[src/cpu_pkg.sv]
package cpu_pkg;

    ////////////////////////////////////////////////////////////
    ////////////////////////// widths //////////////////////////
    ////////////////////////////////////////////////////////////

    // datapath width
    localparam int XLEN       = 32;
    // register index and register count
    localparam int REG_ADDR_W = 5;
    localparam int NUM_REGS   = 32;
    // immediate field, sign extended to XLEN
    localparam int IMM_W      = 12;
    // branch discard count, low bits of imm
    localparam int SKIP_W     = 4;

    ////////////////////////////////////////////////////////////
    ///////////////////////// opcodes //////////////////////////
    ////////////////////////////////////////////////////////////

    typedef enum logic [4:0] {
        OP_NOP  = 5'd0,
        // register ALU ops
        OP_ADD  = 5'd1,
        OP_SUB  = 5'd2,
        OP_AND  = 5'd3,
        OP_OR   = 5'd4,
        OP_XOR  = 5'd5,
        // rs1 plus sign-extended imm
        OP_ADDI = 5'd6,
        // subtract, flags only
        OP_CMP  = 5'd7,
        // flag conditioned branches
        OP_BEQ  = 5'd8,
        OP_BNE  = 5'd9,
        OP_BLT  = 5'd10,
        OP_BGE  = 5'd11,
        // unconditional
        OP_JMP  = 5'd12
    } alu_op_e;

    ////////////////////////////////////////////////////////////
    ///////////////////////// payloads /////////////////////////
    ////////////////////////////////////////////////////////////

    // instruction word, opcode in the top bits
    typedef struct packed {
        alu_op_e               opcode;
        logic [REG_ADDR_W-1:0] rd;
        logic [REG_ADDR_W-1:0] rs1;
        logic [REG_ADDR_W-1:0] rs2;
        logic [IMM_W-1:0]      imm;
    } instr_t;

    // N high, Z low
    typedef struct packed {
        logic n;
        logic z;
    } flags_t;

    // decode to execute
    typedef struct packed {
        alu_op_e               op;
        logic [REG_ADDR_W-1:0] rs1;
        logic [REG_ADDR_W-1:0] rs2;
        logic [REG_ADDR_W-1:0] rd;
        logic [XLEN-1:0]       rs1_val;
        logic [XLEN-1:0]       rs2_val;
        logic [XLEN-1:0]       imm;
        logic                  use_imm;
        logic                  wr_en;
        logic                  set_flags;
        logic                  is_branch;
        logic [SKIP_W-1:0]     skip;
    } de_ex_t;

    // one register write
    typedef struct packed {
        logic [REG_ADDR_W-1:0] rd;
        logic [XLEN-1:0]       data;
    } result_t;

endpackage

[src/cpu_core.sv]
`timescale 1ns/1ps

module cpu_core import cpu_pkg::*; (
    input  logic    clk,
    input  logic    rst_n,
    input  logic    in_valid,
    input  instr_t  in_instr,
    output logic    in_ready,
    output logic    result_valid,
    output result_t result,
    input  logic    result_ready
);

    ////////////////////////////////////////////////////////////
    ////////////////////////// wires ///////////////////////////
    ////////////////////////////////////////////////////////////

    // hazard control
    logic              stall;
    logic              flush;
    logic              accept;
    logic              taken;
    logic [SKIP_W-1:0] skip;
    // decode out, execute in
    logic              de_valid;
    de_ex_t            de_data;
    logic              ex_in_valid;
    de_ex_t            ex_in;
    // execute out
    logic              ex_out_valid;
    result_t           ex_out;
    // register write happens on the output handshake
    logic              res_fire;

    assign res_fire = result_valid && result_ready;

    hazard_ctrl u_hazard (
        .clk          (clk),
        .rst_n        (rst_n),
        .in_valid     (in_valid),
        .result_valid (result_valid),
        .result_ready (result_ready),
        .taken        (taken),
        .skip         (skip),
        .in_ready     (in_ready),
        .accept       (accept),
        .stall        (stall),
        .flush        (flush)
    );

    decode u_decode (
        .clk       (clk),
        .rst_n     (rst_n),
        .in_valid  (accept),
        .in_instr  (in_instr),
        .wr_valid  (res_fire),
        .wr        (result),
        .out_valid (de_valid),
        .out       (de_data)
    );

    stage_reg #(.payload_t(de_ex_t)) u_de_ex (
        .clk       (clk),
        .rst_n     (rst_n),
        .stall     (stall),
        .flush     (flush),
        .in_valid  (de_valid),
        .in_data   (de_data),
        .out_valid (ex_in_valid),
        .out_data  (ex_in)
    );

    execute u_execute (
        .clk       (clk),
        .rst_n     (rst_n),
        .stall     (stall),
        .in_valid  (ex_in_valid),
        .in        (ex_in),
        .fwd_valid (result_valid),
        .fwd       (result),
        .out_valid (ex_out_valid),
        .out       (ex_out),
        .taken     (taken),
        .skip      (skip)
    );

    // the branch itself carries no write, so nothing here to flush
    stage_reg #(.payload_t(result_t)) u_ex_res (
        .clk       (clk),
        .rst_n     (rst_n),
        .stall     (stall),
        .flush     (1'b0),
        .in_valid  (ex_out_valid),
        .in_data   (ex_out),
        .out_valid (result_valid),
        .out_data  (result)
    );

endmodule

[src/decode.sv]
`timescale 1ns/1ps

module decode import cpu_pkg::*; (
    input  logic    clk,
    input  logic    rst_n,
    input  logic    in_valid,
    input  instr_t  in_instr,
    input  logic    wr_valid,
    input  result_t wr,
    output logic    out_valid,
    output de_ex_t  out
);

    logic [XLEN-1:0] regs [NUM_REGS];
    logic [XLEN-1:0] rs1_val;
    logic [XLEN-1:0] rs2_val;

    ////////////////////////////////////////////////////////////
    ////////////////////// register file ///////////////////////
    ////////////////////////////////////////////////////////////

    // wr_valid is already the result handshake
    // r0 is never written and stays zero
    always_ff @(posedge clk or negedge rst_n) begin
        if (!rst_n) begin
            for (int i = 0; i < NUM_REGS; i++) begin
                regs[i] <= '0;
            end
        end else if (wr_valid && wr.rd != '0) begin
            regs[wr.rd] <= wr.data;
        end
    end

    // operand read with write-through
    // a write landing this edge is seen at once
    always_comb begin
        if (in_instr.rs1 == '0) begin
            rs1_val = '0;
        end else if (wr_valid && wr.rd == in_instr.rs1) begin
            rs1_val = wr.data;
        end else begin
            rs1_val = regs[in_instr.rs1];
        end
        if (in_instr.rs2 == '0) begin
            rs2_val = '0;
        end else if (wr_valid && wr.rd == in_instr.rs2) begin
            rs2_val = wr.data;
        end else begin
            rs2_val = regs[in_instr.rs2];
        end
    end

    ////////////////////////////////////////////////////////////
    ////////////////////// control decode //////////////////////
    ////////////////////////////////////////////////////////////

    always_comb begin
        out         = '0;
        out.op      = in_instr.opcode;
        out.rs1     = in_instr.rs1;
        out.rs2     = in_instr.rs2;
        out.rd      = in_instr.rd;
        out.rs1_val = rs1_val;
        out.rs2_val = rs2_val;
        // sign extend
        out.imm     = {{(XLEN-IMM_W){in_instr.imm[IMM_W-1]}}, in_instr.imm};
        // discard count for branches
        out.skip    = in_instr.imm[SKIP_W-1:0];
        case (in_instr.opcode)
            OP_ADD, OP_SUB, OP_AND, OP_OR, OP_XOR: begin
                out.wr_en     = 1'b1;
                out.set_flags = 1'b1;
            end
            OP_ADDI: begin
                out.wr_en     = 1'b1;
                out.set_flags = 1'b1;
                out.use_imm   = 1'b1;
            end
            // flags only, no write
            OP_CMP: begin
                out.set_flags = 1'b1;
            end
            OP_BEQ, OP_BNE, OP_BLT, OP_BGE, OP_JMP: begin
                out.is_branch = 1'b1;
            end
            // OP_NOP and unused codes do nothing
            default: begin
                out.wr_en = 1'b0;
            end
        endcase
        // writes to r0 vanish here
        if (in_instr.rd == '0) begin
            out.wr_en = 1'b0;
        end
    end

    // accept from hazard_ctrl, already qualified
    assign out_valid = in_valid;

endmodule

[src/execute.sv]
`timescale 1ns/1ps

module execute import cpu_pkg::*; (
    input  logic              clk,
    input  logic              rst_n,
    input  logic              stall,
    input  logic              in_valid,
    input  de_ex_t            in,
    input  logic              fwd_valid,
    input  result_t           fwd,
    output logic              out_valid,
    output result_t           out,
    output logic              taken,
    output logic [SKIP_W-1:0] skip
);

    logic [XLEN-1:0] op_a;
    logic [XLEN-1:0] rs2_fwd;
    logic [XLEN-1:0] op_b;
    logic [XLEN-1:0] alu_out;
    flags_t          flags_d;
    flags_t          flags_q;
    logic            cond;

    ////////////////////////////////////////////////////////////
    //////////////////////// forwarding ////////////////////////
    ////////////////////////////////////////////////////////////

    // result stage holds the next older write
    // anything older was bypassed in decode
    always_comb begin
        op_a = in.rs1_val;
        if (fwd_valid && in.rs1 != '0 && fwd.rd == in.rs1) begin
            op_a = fwd.data;
        end
        rs2_fwd = in.rs2_val;
        if (fwd_valid && in.rs2 != '0 && fwd.rd == in.rs2) begin
            rs2_fwd = fwd.data;
        end
        // immediate replaces rs2 for ADDI
        op_b = in.use_imm ? in.imm : rs2_fwd;
    end

    ////////////////////////////////////////////////////////////
    /////////////////////////// alu ////////////////////////////
    ////////////////////////////////////////////////////////////

    always_comb begin
        case (in.op)
            OP_ADD, OP_ADDI: alu_out = op_a + op_b;
            // CMP is a SUB without the write
            OP_SUB, OP_CMP:  alu_out = op_a - op_b;
            OP_AND:          alu_out = op_a & op_b;
            OP_OR:           alu_out = op_a | op_b;
            OP_XOR:          alu_out = op_a ^ op_b;
            default:         alu_out = '0;
        endcase
    end

    // sign bit and zero detect
    assign flags_d.n = alu_out[XLEN-1];
    assign flags_d.z = (alu_out == '0);

    // single flag register
    // updates on the edge that loads the result stage
    always_ff @(posedge clk or negedge rst_n) begin
        if (!rst_n) begin
            flags_q <= '0;
        end else if (in_valid && !stall && in.set_flags) begin
            flags_q <= flags_d;
        end
    end

    ////////////////////////////////////////////////////////////
    //////////////////// branch resolution /////////////////////
    ////////////////////////////////////////////////////////////

    // conditions use flags from older instructions only
    always_comb begin
        case (in.op)
            OP_BEQ:  cond = flags_q.z;
            OP_BNE:  cond = !flags_q.z;
            OP_BLT:  cond = flags_q.n;
            OP_BGE:  cond = !flags_q.n;
            OP_JMP:  cond = 1'b1;
            default: cond = 1'b0;
        endcase
    end

    assign taken = in_valid && in.is_branch && cond;
    assign skip  = in.skip;

    // only register writes go downstream
    assign out_valid = in_valid && in.wr_en;
    assign out.rd    = in.rd;
    assign out.data  = alu_out;

endmodule

[src/hazard_ctrl.sv]
`timescale 1ns/1ps

module hazard_ctrl import cpu_pkg::*; (
    input  logic              clk,
    input  logic              rst_n,
    input  logic              in_valid,
    input  logic              result_valid,
    input  logic              result_ready,
    input  logic              taken,
    input  logic [SKIP_W-1:0] skip,
    output logic              in_ready,
    output logic              accept,
    output logic              stall,
    output logic              flush
);

    logic [SKIP_W-1:0] skip_cnt;
    logic              xfer;

    // output back-pressure freezes the whole pipe
    assign stall    = result_valid && !result_ready;
    assign in_ready = !stall;
    assign xfer     = in_valid && in_ready;

    // a zero-count branch has nothing to drop
    assign flush = taken && !stall && (skip != '0);

    // transfers while skipping are swallowed
    assign accept = xfer && (skip_cnt == '0) && !flush;

    // discard counter
    // the instruction taken in the flush cycle is the first discard
    always_ff @(posedge clk or negedge rst_n) begin
        if (!rst_n) begin
            skip_cnt <= '0;
        end else if (flush) begin
            skip_cnt <= xfer ? skip - 1'b1 : skip;
        end else if (xfer && skip_cnt != '0) begin
            skip_cnt <= skip_cnt - 1'b1;
        end
    end

endmodule

[src/stage_reg.sv]
`timescale 1ns/1ps

module stage_reg #(
    parameter type payload_t = logic
) (
    input  logic     clk,
    input  logic     rst_n,
    input  logic     stall,
    input  logic     flush,
    input  logic     in_valid,
    input  payload_t in_data,
    output logic     out_valid,
    output payload_t out_data
);

    // valid bit
    // stall freezes, flush turns the load into a bubble
    always_ff @(posedge clk or negedge rst_n) begin
        if (!rst_n) begin
            out_valid <= 1'b0;
        end else if (!stall) begin
            out_valid <= in_valid && !flush;
        end
    end

    // payload, only meaningful under out_valid
    always_ff @(posedge clk) begin
        if (!stall) begin
            out_data <= in_data;
        end
    end

endmodule

[config.mk]
export PLATFORM = sky130hd
export DESIGN_NAME = cpu_core
export DESIGN_NICKNAME = d
export VERILOG_FILES = /design/src/cpu_pkg.sv /design/src/cpu_core.sv /design/src/decode.sv /design/src/execute.sv /design/src/hazard_ctrl.sv /design/src/stage_reg.sv
export SDC_FILE = /design/constraint.sdc
export NUM_CORES = 2
export LEC_CHECK = 0
export BUFFER_PORTS_ARGS = -buffer_cell sky130_fd_sc_hd__buf_2
export CAP_MARGIN = 15
export CORE_UTILIZATION = 55
export DETAILED_ROUTE_END_ITERATION = 7
export PLACE_DENSITY = 0.71
export SLEW_MARGIN = 5
export SYNTH_ARGS = -nofsm -noshare
export SYNTH_HDL_FRONTEND = slang
export SYNTH_SLANG_ARGS = --single-unit
[constraint.sdc]
create_clock -name clk -period 14.5 [get_ports clk]
set_input_delay 0.725 -clock clk [delete_from_list [all_inputs] [get_ports clk]]
set_output_delay 0.725 -clock clk [all_outputs]
set_load 0.05 [all_outputs]
==> impl_metrics.csv <==
group,metric,value,unit
status,status,"finished clean",
setup_path,cpMostUsedCell,"nand3_1",
layout,final_layout_size_suffix_gt1_share,48.2,%
global_route,grt_pass1_wl,282000,um
min_path,hold_path.class,"in2async",
synth,ys.flop_type,"dfrtp_1",
synth,ys_async_sr_fraction,88.3,%
power,powerDensity,115,nW/um^2
synth,postSynthCellCount,4343,
synth,ys_seq_area_share,46.2,%
die,core_area,117000,um^2
sta,fin_crit_sh,51.6,%
setup_path,crit_type,"reg2reg",
sta,rsz0062_at_grt,"no",
clock_tree,cts_resized,0,
synth,syn_area,64700,um^2
clock_tree,post_cts.repair.setup_buffers,0,
clock_tree,cts-root-buf,"clkbuf_16",
sta,fmax,0.134,GHz
sta,fin_worst_skew,0.0299,ns
clock_tree,clock_latency,0.76,ns
route,drt_iter0_markers,4387,
layout,area_delta_synth_final,9.42,%
sta,period_needed,7.48,ns
setup_path,critical_path_arrival,8.11,ns
synth,yosysUniqueCellTypes,81,
global_route,grt-ovfl-total,0,
setup_path,crit_family,"simple AND/OR/NAND/NOR gates",
power,leakage,32.5,nW
setup_path,path_buf_inv,2,
sta,post-route-worst-setup-slack,7.02,ns
clock_tree,htree_levels,4,
setup_path,required,15.13,ns
die,die_x,345,um
placed_design,pre_cts_ws,7.34,ns
clock_tree,cts_buffers,132,
placed_design,io_buffers,74,
sta,hold_viol_final,0,
global_route,grt_util_all_layers,32.4,%
sta,maxSlewViolCount,0,
clock_tree,hold_buffers,0,
job,maxCapViolations,0,
global_route,antenna_found_initial,2,
sta,fin_setup_tns,0,ns
clock_tree,cts_buffer_depth,3,
synth,synth_edf_count,137,
die,io_pins,75,
clock_tree,path_clk_slew,0.06,ns
sta,setup_viol,0,
synth,synth_nets,4479,
route,ant_nets,0,
global_route,first_global_vias,41630,
die,die_h,345,um
setup_path,path_cells,"buf_4 -> clkinv_1 -> nor2_1 -> a31oi_1 -> nor4b_2 -> nand3_1 -> o31ai_1 -> xnor2_1 -> ha_1 -> and3_1 -> nand3_1 -> o22a_1 -> o211a_1 -> a211oi_1 -> o22ai_1 -> xor2_1 -> o21ai_0 -> nand4b_1 -> or4_1 -> o41ai_2",
setup_path,max_stage_delay,1.04,ns
setup_path,worst-path-max-fanout,47,
route,wl_per_cell,32.3,um
route,viasPerCell,6.97,
global_route,grt_max_degree,183,
sta,relSlewSlack,13.9,%
power,ir_worst_vdd,0.104,mV
synth,yosysWarnings,0,
placed_design,hpwlAfterDp,106000,um
die,row_count,125,
setup_path,cp-end-kind,"flop",
layout,fin_nets,4332,
sta,worst_pin_slew,1.29,ns
route,vias,40609,
route,drc_errors,0,
synth,syn_avg_cell_area,14.9,um^2
synth,yosys_register_bits,1169,
clock_tree,cts.sinks,1169,
placed_design,gp_congestion,1.02,
setup_path,crit_path_start_kind,"flop",
route,routed_wl,188000,um
route,drtPass1Iterations,5,
die,dieArea,119000,um^2
clock_tree,cts_tree,"done",
setup_path,crit_slowest_cell,"nor2_1",
die,start_util,55.6,%
==> final timing paths <==
kind / startpoint / cells after the start / slack [ns] / endpoint
hold / removal: rst_n / 1 / 0.001 / u_decode.regs[575]$_DFFE_PN0P_
max in group asynchronous: rst_n / 4 / 11.29 / u_decode.regs[840]$_DFFE_PN0P_
min in group clk: in_instr[5] / 1 / 0.15 / u_de_ex.out_data[13]$_DFFE_PN_
setup / recovery: u_de_ex.out_data[7]$_DFFE_PN_ / 20 / 7.02 / u_execute.flags_q[0]$_DFFE_PN0P_
hold reg to reg: u_decode.regs[992]$_DFFE_PN0P_ / 0 / 0.39 / u_decode.regs[992]$_DFFE_PN0P_
setup reg to reg: u_de_ex.out_data[7]$_DFFE_PN_ / 20 / 7.02 / u_execute.flags_q[0]$_DFFE_PN0P_
==> per-stage QoR <==
stage                     power, mW  instances  hold WS, ns  area [um^2]  util, %
after floorplan                4.40       4343        0.400        64700        -
after global placement         4.80       5585        0.376        66400     57.0
after detailed placement       4.80       5586        0.383        66400     57.0
after CTS                      8.20       5826       0.0420        70800     60.8
after global routing           8.45       5826       0.0771        70800     60.8
final                          8.17       5828      0.00149        70800     60.8
==> cell type report <==
class	instances	area, um^2
Inverter	83	312
Clock buffer	195	3940
Clock inverter	45	475
Tap cell	1524	1910
Antenna cell	2	5.00
Timing Repair Buffer	176	1270
Fill cell	8700	45700
Multi-Input combinational cell	2634	33000
Sequential cell	1169	29900
==> kinds of logic after synthesis <==
logic type	after synthesis	share of synthesized area [%]
fa+ha+maj	100	1.94
buf+inv	540	3.16
compound gates	308	3.29
flops	1169	46.2
simple gates	398	2.96
mux	1744	41.3
xor+xnor	84	1.14
==> sequential cells by signal, indices dropped and copies added (netlist names) <==
register            count
u_ex_res.out_valid      1
u_execute.flags_q       2
u_decode.regs        1024
u_hazard.skip_cnt       4
u_de_ex.out_data      100
u_de_ex.out_valid       1
u_ex_res.out_data      37
==> power by group <==
part           internal [mW]  leakage, nW  switching (mW)
Combinational          0.433         14.4           0.873
Sequential              3.40         16.0          0.0638
Clock                   2.00         2.17            1.40
Total                   5.83         32.5            2.34
==> synth_stat cells, drive strengths merged (4+ instances only) <==
master	count	area, um^2
xnor2	54	473
nor3b	5	37.5
nor2b	7	51.3
and2	8	50.1
edfxtp	137	4110
or4	8	60.1
ha	99	1240
o31ai	12	90.1
clkbuf	329	1240
a221oi	22	193
and3	13	86.3
nand2	94	353
nor2	160	601
buf	128	499
a21o	6	45.0
xor2	30	263
a211oi	77	578
nand3b	5	37.5
nor3	20	105
a31oi	13	81.3
dfrtp	1032	25800
nor4	13	96.3
mux2	997	11200
a311oi	4	35.0
nand2b	10	62.6
o21a	11	82.6
a22oi	8	60.1
o41ai	4	42.6
o211ai	7	52.6
inv	82	308
a21oi	45	225
or2	7	43.8
nand4	13	81.3
mux2i	107	1070
nand4b	4	35.0
nor4b	4	47.6
mux4	640	14400
o311a	4	40.0
o21ai	61	305
nand3	17	85.1
==> worst reg2reg max path, delay by kind of cell (launching register included) <==
family          cells  cell delay (ns)
compound gates      8             1.99
buf+inv             2             1.31
simple gates        7             3.10
xor+xnor            2             0.26
flops               1             0.32
fa+ha+maj           1             0.39
==> per-layer routing <==
layer | vias up | part of all wire (%) | track usage [%]
met4 | 0 | 3.8 | 12.0
met2 | 1835 | 45 | 48.0
met1 | 21863 | 42 | 46.6
met5 | - | 0 | 0
li1 | 16544 | - | -
met3 | 367 | 9.5 | 7.83
==> cell usage in the layout (no fill, tap or decap), drive strengths merged, types with 5 or more instances in the layout <==
master	instances
o21ai	61
mux2	997
nor3b	5
nor3	20
buf	176
a221oi	22
nand4	13
inv	91
mux4	640
or4	8
nand2b	10
a21o	6
clkinv	28
a211oi	77
xor2	30
o211ai	7
nor2	160
and2	8
a22oi	8
a21oi	45
ha	99
nand3	17
or2	7
bufinv	6
xnor2	54
and3	13
o31ai	12
dfrtp	1032
edfxtp	137
clkbuf	195
nand3b	5
a31oi	13
nor2b	7
o21a	11
nor4	13
mux2i	107
nand2	94
Power figures use the tool's default switching activity.
